<file path="config.mk">
export PLATFORM = sky130hd
export DESIGN_NAME = ps2_key_top
export DESIGN_NICKNAME = d
export VERILOG_FILES = /design/src/logic/ps2_pkg.sv /design/src/logic/ps2_frame_rx.sv /design/src/logic/scan_fifo.sv /design/src/logic/key_decoder.sv /design/src/logic/seg7_display.sv /design/src/logic/ps2_key_top.sv
export SDC_FILE = /design/constraint.sdc
export NUM_CORES = 1
export LEC_CHECK = 0
export BUFFER_PORTS_ARGS = -buffer_cell sky130_fd_sc_hd__buf_2
export CAP_MARGIN = 30
export CORE_UTILIZATION = 50
export CTS_CLUSTER_SIZE = 8
export DETAILED_ROUTE_END_ITERATION = 8
export PLACE_DENSITY = 0.74
export SLEW_MARGIN = 5
export SYNTH_ARGS = -nofsm -noshare
export SYNTH_HDL_FRONTEND = slang
export SYNTH_HIERARCHICAL = 1
export SYNTH_SLANG_ARGS = --single-unit
export TNS_END_PERCENT = 20
</file>
<file path="constraint.sdc">
create_clock -name clk -period 4.3 [get_ports clk]
set_input_delay 0.86 -clock clk [delete_from_list [all_inputs] [get_ports clk]]
set_output_delay 0.86 -clock clk [all_outputs]
set_load 0.05 [all_outputs]
</file>
<file path="src/logic/ps2_pkg.sv">
package ps2_pkg;

    // one byte from the frame receiver, valid for a single cycle
    typedef struct packed {
        logic       valid;
        logic [7:0] code;
    } scan_byte_t;

    // decoded key event, released marks a break code
    typedef struct packed {
        logic       valid;
        logic       released;
        logic [7:0] code;
    } key_event_t;

    // frame receiver states
    typedef enum logic [1:0] {
        RX_IDLE,
        RX_SHIFT,
        RX_CHECK
    } rx_state_e;

    // decoder states
    typedef enum logic [1:0] {
        DEC_WAIT,
        DEC_MAKE,
        DEC_BREAK_WAIT,
        DEC_BREAK
    } dec_state_e;

    // prefix byte sent by the keyboard ahead of a break code
    localparam logic [7:0] BREAK_PREFIX = 8'hF0;

endpackage

</file>
<file path="src/logic/ps2_frame_rx.sv">
`timescale 1ns/1ps

module ps2_frame_rx #(
    parameter int IDLE_TIMEOUT = 2000
) (
    input  logic                clk,
    input  logic                rst,
    input  logic                ps2_clk,
    input  logic                ps2_dat,
    output ps2_pkg::scan_byte_t rx_byte,
    output logic                frame_error
);

    localparam int IW = $clog2(IDLE_TIMEOUT + 1);

    logic [1:0]         clk_sync;
    logic [1:0]         dat_sync;
    logic               clk_prev;
    logic               fall;
    ps2_pkg::rx_state_e state;
    logic [3:0]         bit_cnt;
    logic [IW-1:0]      idle_cnt;
    logic [9:0]         shreg;
    logic               stop_bit;
    logic               frame_ok;

    // two-flop synchronizers, idle lines sit high
    always_ff @(posedge clk)
    begin
        if (!rst)
        begin
            clk_sync <= 2'b11;
            dat_sync <= 2'b11;
            clk_prev <= 1'b1;
        end
        else
        begin
            clk_sync <= {clk_sync[0], ps2_clk};
            dat_sync <= {dat_sync[0], ps2_dat};
            clk_prev <= clk_sync[1];
        end
    end

    assign fall = clk_prev & ~clk_sync[1];

    always_ff @(posedge clk)
    begin
        if (!rst)
        begin
            state    <= ps2_pkg::RX_IDLE;
            bit_cnt  <= '0;
            idle_cnt <= '0;
        end
        else
        begin
            case (state)
                ps2_pkg::RX_IDLE:
                begin
                    idle_cnt <= '0;
                    if (fall)
                    begin
                        bit_cnt <= 4'd1;
                        state   <= ps2_pkg::RX_SHIFT;
                    end
                end
                ps2_pkg::RX_SHIFT:
                begin
                    if (fall)
                    begin
                        idle_cnt <= '0;
                        bit_cnt  <= bit_cnt + 4'd1;
                        if (bit_cnt == 4'd10)
                            state <= ps2_pkg::RX_CHECK;
                    end
                    else if (!clk_sync[1])
                        idle_cnt <= '0;
                    else if (idle_cnt == IW'(IDLE_TIMEOUT))
                        // keyboard went quiet mid frame, drop it
                        state <= ps2_pkg::RX_IDLE;
                    else
                        idle_cnt <= idle_cnt + IW'(1);
                end
                default:
                    state <= ps2_pkg::RX_IDLE;
            endcase
        end
    end

    // start, data and parity shift in lsb first, the stop bit is kept apart
    always_ff @(posedge clk)
    begin
        if (fall && state != ps2_pkg::RX_CHECK)
        begin
            if (state == ps2_pkg::RX_SHIFT && bit_cnt == 4'd10)
                stop_bit <= dat_sync[1];
            else
                shreg <= {dat_sync[1], shreg[9:1]};
        end
    end

    // odd parity over data plus parity bit
    assign frame_ok = ~shreg[0] & (^shreg[9:1]) & stop_bit;

    assign rx_byte = '{valid: (state == ps2_pkg::RX_CHECK) && frame_ok,
                       code:  shreg[8:1]};
    assign frame_error = (state == ps2_pkg::RX_CHECK) && !frame_ok;

endmodule

</file>
<file path="src/logic/scan_fifo.sv">
`timescale 1ns/1ps

module scan_fifo #(
    parameter int FIFO_DEPTH = 8
) (
    input  logic                clk,
    input  logic                rst,
    input  ps2_pkg::scan_byte_t rx_byte,
    input  logic                next_n,
    output logic                ready,
    output logic [7:0]          data,
    output logic                overflow
);

    localparam int AW = $clog2(FIFO_DEPTH);
    localparam logic [AW:0] FULL_COUNT = FIFO_DEPTH[AW:0];

    logic [7:0]    mem [FIFO_DEPTH];
    logic [AW-1:0] wr_ptr;
    logic [AW-1:0] rd_ptr;
    logic [AW:0]   count;
    logic          full;
    logic          pop;
    logic          wr_en;

    assign full  = (count == FULL_COUNT);
    assign pop   = ~next_n & ready;
    // a pop in the same cycle frees the slot for the incoming byte
    assign wr_en = rx_byte.valid & (~full | pop);

    always_ff @(posedge clk)
    begin
        if (wr_en)
            mem[wr_ptr] <= rx_byte.code;
    end

    always_ff @(posedge clk)
    begin
        if (!rst)
        begin
            wr_ptr   <= '0;
            rd_ptr   <= '0;
            count    <= '0;
            overflow <= 1'b0;
        end
        else
        begin
            if (wr_en)
                wr_ptr <= wr_ptr + 1'b1;
            if (pop)
                rd_ptr <= rd_ptr + 1'b1;
            case ({wr_en, pop})
                2'b10:   count <= count + 1'b1;
                2'b01:   count <= count - 1'b1;
                default: ;
            endcase
            if (rx_byte.valid && !wr_en)
                overflow <= 1'b1;
        end
    end

    assign ready = (count != '0);
    assign data  = mem[rd_ptr];

endmodule

</file>
<file path="src/logic/key_decoder.sv">
`timescale 1ns/1ps

module key_decoder (
    input  logic                clk,
    input  logic                rst,
    input  logic                ready,
    input  logic [7:0]          data,
    output logic                next_n,
    output ps2_pkg::key_event_t key_event
);

    ps2_pkg::dec_state_e state;
    logic                pop;
    logic                ev_valid;
    logic                ev_released;
    logic [7:0]          ev_code;

    // head byte is inspected in the same cycle it is popped
    assign pop    = ready && (state == ps2_pkg::DEC_WAIT ||
                              state == ps2_pkg::DEC_BREAK_WAIT);
    assign next_n = ~pop;

    always_ff @(posedge clk)
    begin
        if (!rst)
        begin
            state    <= ps2_pkg::DEC_WAIT;
            ev_valid <= 1'b0;
        end
        else
        begin
            ev_valid <= 1'b0;
            case (state)
                ps2_pkg::DEC_WAIT:
                begin
                    if (ready)
                    begin
                        if (data == ps2_pkg::BREAK_PREFIX)
                            state <= ps2_pkg::DEC_BREAK_WAIT;
                        else
                        begin
                            ev_valid <= 1'b1;
                            state    <= ps2_pkg::DEC_MAKE;
                        end
                    end
                end
                ps2_pkg::DEC_MAKE:
                    state <= ps2_pkg::DEC_WAIT;
                ps2_pkg::DEC_BREAK_WAIT:
                begin
                    // a repeated prefix is folded into the pending break
                    if (ready && data != ps2_pkg::BREAK_PREFIX)
                    begin
                        ev_valid <= 1'b1;
                        state    <= ps2_pkg::DEC_BREAK;
                    end
                end
                ps2_pkg::DEC_BREAK:
                    state <= ps2_pkg::DEC_WAIT;
                default:
                    state <= ps2_pkg::DEC_WAIT;
            endcase
        end
    end

    always_ff @(posedge clk)
    begin
        if (pop)
        begin
            ev_code     <= data;
            ev_released <= (state == ps2_pkg::DEC_BREAK_WAIT);
        end
    end

    assign key_event = '{valid:    ev_valid,
                         released: ev_released,
                         code:     ev_code};

endmodule

</file>
<file path="src/logic/seg7_display.sv">
`timescale 1ns/1ps

module seg7_display (
    input  logic                clk,
    input  logic                rst,
    input  ps2_pkg::key_event_t key_event,
    output logic [7:0]          seg_lo,
    output logic [7:0]          seg_hi
);

    logic [7:0] code_q;
    logic       shown;

    // hex glyph, segments g..a, active low
    function automatic logic [6:0] hex_glyph(input logic [3:0] nib);
        logic [6:0] lit;
        case (nib)
            4'h0: lit = 7'h3F;
            4'h1: lit = 7'h06;
            4'h2: lit = 7'h5B;
            4'h3: lit = 7'h4F;
            4'h4: lit = 7'h66;
            4'h5: lit = 7'h6D;
            4'h6: lit = 7'h7D;
            4'h7: lit = 7'h07;
            4'h8: lit = 7'h7F;
            4'h9: lit = 7'h6F;
            4'hA: lit = 7'h77;
            4'hB: lit = 7'h7C;
            4'hC: lit = 7'h39;
            4'hD: lit = 7'h5E;
            4'hE: lit = 7'h79;
            default: lit = 7'h71;
        endcase
        return ~lit;
    endfunction

    always_ff @(posedge clk)
    begin
        if (!rst)
            shown <= 1'b0;
        else if (key_event.valid && !key_event.released)
            shown <= 1'b1;
    end

    // break events leave the display alone
    always_ff @(posedge clk)
    begin
        if (key_event.valid && !key_event.released)
            code_q <= key_event.code;
    end

    assign seg_lo = shown ? {1'b1, hex_glyph(code_q[3:0])} : 8'hFF;
    assign seg_hi = shown ? {1'b1, hex_glyph(code_q[7:4])} : 8'hFF;

endmodule

</file>
<file path="src/logic/ps2_key_top.sv">
`timescale 1ns/1ps

module ps2_key_top #(
    parameter int FIFO_DEPTH   = 8,
    parameter int IDLE_TIMEOUT = 2000
) (
    input  logic                clk,
    input  logic                rst,
    input  logic                ps2_clk,
    input  logic                ps2_dat,
    output ps2_pkg::key_event_t key_event,
    output logic [7:0]          seg_lo,
    output logic [7:0]          seg_hi,
    output logic                overflow,
    output logic                frame_error
);

    ps2_pkg::scan_byte_t rx_byte;
    logic                fifo_ready;
    logic [7:0]          fifo_data;
    logic                next_n;

    ps2_frame_rx #(
        .IDLE_TIMEOUT(IDLE_TIMEOUT)
    ) u_frame_rx (
        .clk         (clk),
        .rst         (rst),
        .ps2_clk     (ps2_clk),
        .ps2_dat     (ps2_dat),
        .rx_byte     (rx_byte),
        .frame_error (frame_error)
    );

    scan_fifo #(
        .FIFO_DEPTH(FIFO_DEPTH)
    ) u_fifo (
        .clk      (clk),
        .rst      (rst),
        .rx_byte  (rx_byte),
        .next_n   (next_n),
        .ready    (fifo_ready),
        .data     (fifo_data),
        .overflow (overflow)
    );

    key_decoder u_decoder (
        .clk       (clk),
        .rst       (rst),
        .ready     (fifo_ready),
        .data      (fifo_data),
        .next_n    (next_n),
        .key_event (key_event)
    );

    seg7_display u_display (
        .clk       (clk),
        .rst       (rst),
        .key_event (key_event),
        .seg_lo    (seg_lo),
        .seg_hi    (seg_hi)
    );

endmodule

</file>
==> metrics.yaml, run 1 <==
timing.final.ws_setup_ns: 0.9554
area_growth_pct: 12.15
number_of_hold_buffers_added_after_cts: 0
outcome: "completed"
clock_tree.buffer_depth: 2
r2r_setup_slack_ns: 0.96
boundaryPins: 32
clock_tree.root_cell: "sky130_fd_sc_hd__clkbuf_16"
final_hold_viol_count: 0
cts_tree: "done"
routedWlPerCell_um: 16.38
worstHoldStart: "u_frame_rx/clk_sync[0]$_SDFF_PN1_"
clk-insertion-delay-late_ns: 0.41
placement.cell_area_um2: 6895
placedCellCount: 686
finalCriticalPeriod_ns: 3.345
timing.slew.headroom_pct: 36.38
globalRoute.totalOverflow: 0
antennaDiodeCount: 0
drtIter0Drc: 257
die_w_um: 117.6
min_path_cells: 1
totalWireLength_um: 11780
synth-async-reset-ratio_pct: 0
post_synth_instance_area_um2: 6685
worst-endpoint-required_ns: 4.59
multiInputGateArea_um2: 2519
htree_levels: 4
gp_congestion: 0.8266
grt_pass1_vias: 3911
clk_transition_reported_paths_ns: 0.06
hpwl_um: 7843
total_power_mw: 3.346
largest_fanout_on_the_critical_path: 10
ant_nets: 0
critical_path.reg2reg.startpoint: "u_frame_rx/shreg[3]$_DFFE_PP_"
ir_worst_vdd_mv: 0.2792
crit_path_category: "flip-flop to flip-flop"
share_of_cells_above_drive_strength_1_pct: 20.48
timing.clock.skew_ns: 0.007682
syn-mean-instance-area_um2: 13.13
initial_core_utilization_pct: 52.13
ys_dominant_reg_cell: "sky130_fd_sc_hd__edfxtp_1"
cts.sinks: 146
fin_setup_tns_ns: 0
startpoint: "u_frame_rx/shreg[3]$_DFFE_PP_"
core_region_area_um2: 12820
area.sequential_um2: 3844
hold_path.class: "flip-flop to flip-flop"
max_cap_violations: 0
detailroute.via_count: 3924
die_y_um: 117.6
gr-usage-all-layers_pct: 18.42
setup_viol: 0
synth_enable_flop_cells: 92
standby_leakage_power_nw: 2.635
seq_cells_post_synth: 146
global_route_wire_length_before_repair_um: 19650
antenna_found_initial: 0
synth_seq_area_share_pct: 57.50
largest_net_degree_at_the_start_of_global_routing: 32
cts-buffers-inserted: 17
setup_slack_at_placement_ns: 0.9887
crit_arrival_ns: 3.63
fill_count: 1004
layoutNonFillerInstCount: 719
pwr_density_cell_nw_per_um2: 446.3
ys_warn_count: 6
cp-endpoint: "u_fifo/count[3]$_SDFFE_PN0P_"
firstDrtPassIters: 4
drc: 0
post-route-cell-area_um2: 7497
worst-slew-pin-transition_ns: 0.9278
post_synth_inst_count: 509
cells_resized_by_post_cts_repair: 0
synthDistinctLibCells: 69
worst_r2r_endpoint: "u_fifo/count[3]$_SDFFE_PN0P_"
net_count_reported_at_finish: 561
unrepaired_setup_endpoints_after_global_routing: "no"
design.die.area_um2: 13840
number_of_port_buffers: 29
setup.worst_path.end_class: "flip-flop"
r2r.worst_path.cells: 12
vias_per_cell: 5.458
timing.fmax_mhz: 299.0
postCtsSetupRepairBufs: 0
worst_setup_path_start_kind: "flip-flop"
fin_crit_sh_pct: 77.78
fp-row-count: 41
final_max_slew_viol_count: 0
-- power by group --
group	total, mW	switching, mW	internal [mW]
Clock	1.43	0.507	0.925
Sequential	1.59	0.0471	1.54
Combinational	0.325	0.222	0.103
-- worst max-delay path: stages (launching register included) --
cell,delay (ns)
sky130_fd_sc_hd__edfxtp_1,0.52
sky130_fd_sc_hd__xor2_1,0.22
sky130_fd_sc_hd__xnor3_1,0.45
sky130_fd_sc_hd__xnor2_1,0.24
sky130_fd_sc_hd__nor3_1,0.08
sky130_fd_sc_hd__buf_4,0.18
sky130_fd_sc_hd__or3_1,0.39
sky130_fd_sc_hd__inv_1,0.10
sky130_fd_sc_hd__ha_1,0.23
sky130_fd_sc_hd__a21o_1,0.17
sky130_fd_sc_hd__a21oi_1,0.29
sky130_fd_sc_hd__mux2i_1,0.24
sky130_fd_sc_hd__nand3_1,0.09
-- layout by cell type (no fill, tap or decap), types with 4 or more instances in the layout --
cell / Yosys / layout
sky130_fd_sc_hd__inv_1: 22 / 22
sky130_fd_sc_hd__nand3_1: 6 / 6
sky130_fd_sc_hd__a31oi_1: 7 / 7
sky130_fd_sc_hd__nor2b_1: 7 / 7
sky130_fd_sc_hd__clkbuf_8: 0 / 4
sky130_fd_sc_hd__ha_1: 22 / 22
sky130_fd_sc_hd__o21ai_0: 9 / 9
sky130_fd_sc_hd__a21oi_1: 13 / 13
sky130_fd_sc_hd__o22a_1: 4 / 4
sky130_fd_sc_hd__nor4_1: 5 / 5
sky130_fd_sc_hd__buf_2: 6 / 29
sky130_fd_sc_hd__nor3_1: 14 / 14
sky130_fd_sc_hd__a22oi_1: 4 / 4
sky130_fd_sc_hd__mux2i_1: 13 / 13
sky130_fd_sc_hd__xor2_1: 6 / 6
sky130_fd_sc_hd__dfxtp_1: 54 / 54
sky130_fd_sc_hd__nand2_1: 38 / 38
sky130_fd_sc_hd__edfxtp_1: 92 / 92
sky130_fd_sc_hd__mux2_2: 10 / 10
sky130_fd_sc_hd__buf_4: 15 / 9
sky130_fd_sc_hd__o211ai_1: 4 / 4
sky130_fd_sc_hd__clkbuf_1: 7 / 5
sky130_fd_sc_hd__nand4_1: 5 / 5
sky130_fd_sc_hd__mux4_2: 16 / 16
sky130_fd_sc_hd__xnor2_1: 13 / 13
sky130_fd_sc_hd__nand2b_1: 20 / 20
sky130_fd_sc_hd__nand3b_1: 5 / 5
sky130_fd_sc_hd__nor3b_1: 5 / 5
sky130_fd_sc_hd__clkbuf_16: 0 / 19
sky130_fd_sc_hd__nor2_1: 24 / 24
-- layer usage --
metal	GRT usage [%]	share of wire [%]	vias up
met5	0	0	-
met4	7.131	1.2	0
met3	4.360	4.2	10
met2	31.84	52	81
met1	22.19	42	1916
li1	-	-	1917
-- synth_stat cells, drive strengths merged, types with 4 or more instances --
library cell  instances  share of area [%]
a21oi                14                1.1
nand3b                5               0.56
a31oi                 7               0.66
o211ai                4               0.45
dfxtp                54                 16
buf                  27                3.0
nand3                 6               0.45
inv                  23                1.4
ha                   22                4.1
edfxtp               92                 41
clkbuf                7               0.39
nor2                 24                1.3
a22oi                 4               0.45
nor4                  6               0.79
mux4                 16                5.4
xnor2                13                1.7
mux2i                16                2.7
nand2b               21                2.1
nor3                 14                1.0
o21ai                11               0.99
nand2                38                2.1
a41oi                 5                1.2
nor2b                 7               0.66
nor3b                 5               0.56
xor2                  6               0.79
o22a                  4               0.52
nand4                 5               0.47
mux2                 10                1.7
-- worst min path at each step --
stage / to
4_1_cts: u_frame_rx/clk_sync[1]$_SDFF_PN1_
6_report: u_frame_rx/clk_sync[1]$_SDFF_PN1_
2_1_floorplan: u_frame_rx/clk_sync[1]$_SDFF_PN1_
3_5_place_dp: u_frame_rx/clk_sync[1]$_SDFF_PN1_
3_3_place_gp: u_frame_rx/clk_sync[1]$_SDFF_PN1_
5_1_grt: u_frame_rx/clk_sync[1]$_SDFF_PN1_
-- per-stage QoR --
step	utilization, %	hold slack, ns
2_1_floorplan	-	0.3863
3_3_place_gp	53.65	0.3905
3_5_place_dp	53.77	0.3937
4_1_cts	58.40	0.4069
5_1_grt	58.46	0.4184
6_report	58.46	0.4049
-- cell families after synthesis --
family                   Yosys count  synth area share [%]
AO/OA/AOI/OAI                     70                 8.179
XOR/XNOR                          20                 2.826
adder cells (fa/ha/maj)           23                 4.417
buffers and inverters             58                 4.885
flip-flops                       146                 57.50
multiplexers                      42                 9.770
other                              1               0.05609
AND/OR/NAND/NOR                  149                 12.37
-- area by class of cell --
type,instances,share of cell area (%)
timing repair buffer,39,3.037
clock buffer,28,7.326
clock inverter,4,0.6008
multi-input combinational,306,33.59
inverter,24,1.302
tap,172,2.870
sequential,146,51.27
Power figures use the tool's default switching activity.
==> inputs of run 2 (changes only) <==
==> constraint.sdc (replaced) <==
create_clock -name clk -period 3.35 [get_ports clk]
set_input_delay 0.67 -clock clk [delete_from_list [all_inputs] [get_ports clk]]
set_output_delay 0.67 -clock clk [all_outputs]
set_load 0.05 [all_outputs]
==> run 2 against run 1 <==
Setup slack got worse by 0.70 ns. Via count up 3.1%. Sequential power increased by 28%. Register-to-register slack worse by 0.70 ns. Non-clock buffer count grew 5. Clock power increased by 36%. Combinational power grew 34%. Wire length rose by 3.2%. Sequential share of layout area down 0.39 points. Core utilization is 0.45 points higher. Largest cell class unchanged.
==> metrics.yaml, run 2 (synthesis results as in run 1) <==
totalWireLength_um: 12150
cts.sinks: 146
boundaryPins: 32
globalRoute.totalOverflow: 0
worst-endpoint-required_ns: 3.64
share_of_cells_above_drive_strength_1_pct: 21.92
gp_congestion: 0.8181
crit_arrival_ns: 3.38
fin_hold_ws_ns: 0.4085
postCtsSetupRepairBufs: 0
final_common_cell: "sky130_fd_sc_hd__edfxtp_1"
die_w_um: 117.6
setup.worst_path.end_class: "flip-flop"
timing.slew.headroom_pct: 44.03
outcome: "completed"
htree_levels: 4
vias_per_cell: 5.587
standard_cell_with_the_maximum_stage_delay_on_the_critical_path: "sky130_fd_sc_hd__edfxtp_1"
clk_transition_reported_paths_ns: 0.06
fp-row-count: 41
net_count_reported_at_finish: 566
grt_pass1_vias: 4018
layout.cells.most_common_list: "sky130_fd_sc_hd__edfxtp_1 (92), sky130_fd_sc_hd__dfxtp_1 (54), sky130_fd_sc_hd__nand2_1 (38)"
core_region_area_um2: 12820
timing.clock.skew_ns: 0.008778
timing.fmax_mhz: 323.1
detailroute.via_count: 4045
cts_tree: "done"
largest_fanout_on_the_critical_path: 10
clock_tree.buffer_depth: 2
max_cap_violations: 0
crit_buf_inv: 1
die_y_um: 117.6
firstDrtPassIters: 5
path_cells: "xor2_1 > xnor3_1 > xnor2_1 > nor3_1 > or3_1 > inv_1 > ha_1 > a21o_1 > a21oi_2 > mux2i_1 > nand3_1"
hpwl_um: 7804
drc: 0
finalCriticalPeriod_ns: 3.095
number_of_port_buffers: 29
worst-slew-pin-transition_ns: 0.8385
antennaDiodeCount: 0
routedWlPerCell_um: 16.79
drtIter0Drc: 320
final_hold_viol_count: 0
worst_setup_path_start_kind: "flip-flop"
clock_tree.root_cell: "sky130_fd_sc_hd__clkbuf_16"
initial_core_utilization_pct: 52.13
cts-buffers-inserted: 17
fin_setup_tns_ns: 0
crit_path_category: "flip-flop to flip-flop"
unrepaired_setup_endpoints_after_global_routing: "no"
path_delay_family: "XOR/XNOR gates"
clk-insertion-delay-late_ns: 0.41
ir_worst_vdd_mv: 0.3311
setup_viol: 0
ant_nets: 0
critPathMaxStageDelay_ns: 0.53
fin_crit_sh_pct: 92.39
pwr_density_cell_nw_per_um2: 585.9
hold_path.class: "flip-flop to flip-flop"
largest_net_degree_at_the_start_of_global_routing: 32
antenna_found_initial: 0
global_route_wire_length_before_repair_um: 19730
final_max_slew_viol_count: 0
design.die.area_um2: 13840
area_growth_pct: 13.01
placement.cell_area_um2: 6933
gr-usage-all-layers_pct: 18.55
standby_leakage_power_nw: 2.661
post-route-cell-area_um2: 7555
## run 2: metal layers
layer  up-vias  share of wire [%]  GRT usage (%)
met5         -                  0              0
met4         0                1.5          8.173
met3        15                4.8          5.233
met2       115                 52          32.35
met1      1992                 42          21.11
li1       1923                  -              -
## run 2: final cells by class
type	count	area, µm²
well taps	172	215.2
clock inverters	13	185.2
clock buffers	19	432.9
inverters	24	97.59
multi-input cells	306	2522
fillers	993	5270
repair buffers	44	257.7
flip-flops and latches	146	3844
## run 2: path summary, 6_finish.rpt
check	slack, ns	cells after the start	endpoint	start
max reg2reg	0.25	11	u_fifo/count[3]$_SDFFE_PN0P_	u_frame_rx/shreg[3]$_DFFE_PP_
min reg2reg	0.41	1	u_frame_rx/clk_sync[1]$_SDFF_PN1_	u_frame_rx/clk_sync[0]$_SDFF_PN1_
min	0.41	1	u_frame_rx/clk_sync[1]$_SDFF_PN1_	u_frame_rx/clk_sync[0]$_SDFF_PN1_
max	0.25	11	u_fifo/count[3]$_SDFFE_PN0P_	u_frame_rx/shreg[3]$_DFFE_PP_
## run 2: stage by stage
step / instances / util [%] / power (mW) / setup WS, ns
2_1_floorplan: 510 / - / 2.415 / 0.4945
3_3_place_gp: 692 / 54.06 / 2.492 / 0.3388
3_5_place_dp: 692 / 54.06 / 2.508 / 0.2570
4_1_cts: 724 / 58.88 / 4.464 / 0.2046
5_1_grt: 724 / 58.91 / 4.570 / 0.09325
6_report: 724 / 58.91 / 4.426 / 0.2550
## run 2: what timing repair did
item / in CTS / in global routing
gates resized for setup: 0 / 1
setup endpoints to repair: 0 / 1
endpoints found under the hold margin: 0 / 0
hold buffers: 0 / 0
## run 2: report_power, final
| group | switching (mW) | internal [mW] | leakage, nW |
|---|---|---|---|
| Sequential | 0.0603 | 1.98 | 1.27 |
| Clock | 0.706 | 1.25 | 0.297 |
| Combinational | 0.293 | 0.141 | 1.09 |
## run 2: worst register-to-register path, cell delays in order, from the launching register on
cell                       delay [ns]
sky130_fd_sc_hd__edfxtp_1        0.53
sky130_fd_sc_hd__xor2_1          0.23
sky130_fd_sc_hd__xnor3_1         0.43
sky130_fd_sc_hd__xnor2_1         0.23
sky130_fd_sc_hd__nor3_1          0.11
sky130_fd_sc_hd__or3_1           0.41
sky130_fd_sc_hd__inv_1           0.10
sky130_fd_sc_hd__ha_1            0.23
sky130_fd_sc_hd__a21o_1          0.19
sky130_fd_sc_hd__a21oi_2         0.20
sky130_fd_sc_hd__mux2i_1         0.22
sky130_fd_sc_hd__nand3_1         0.10
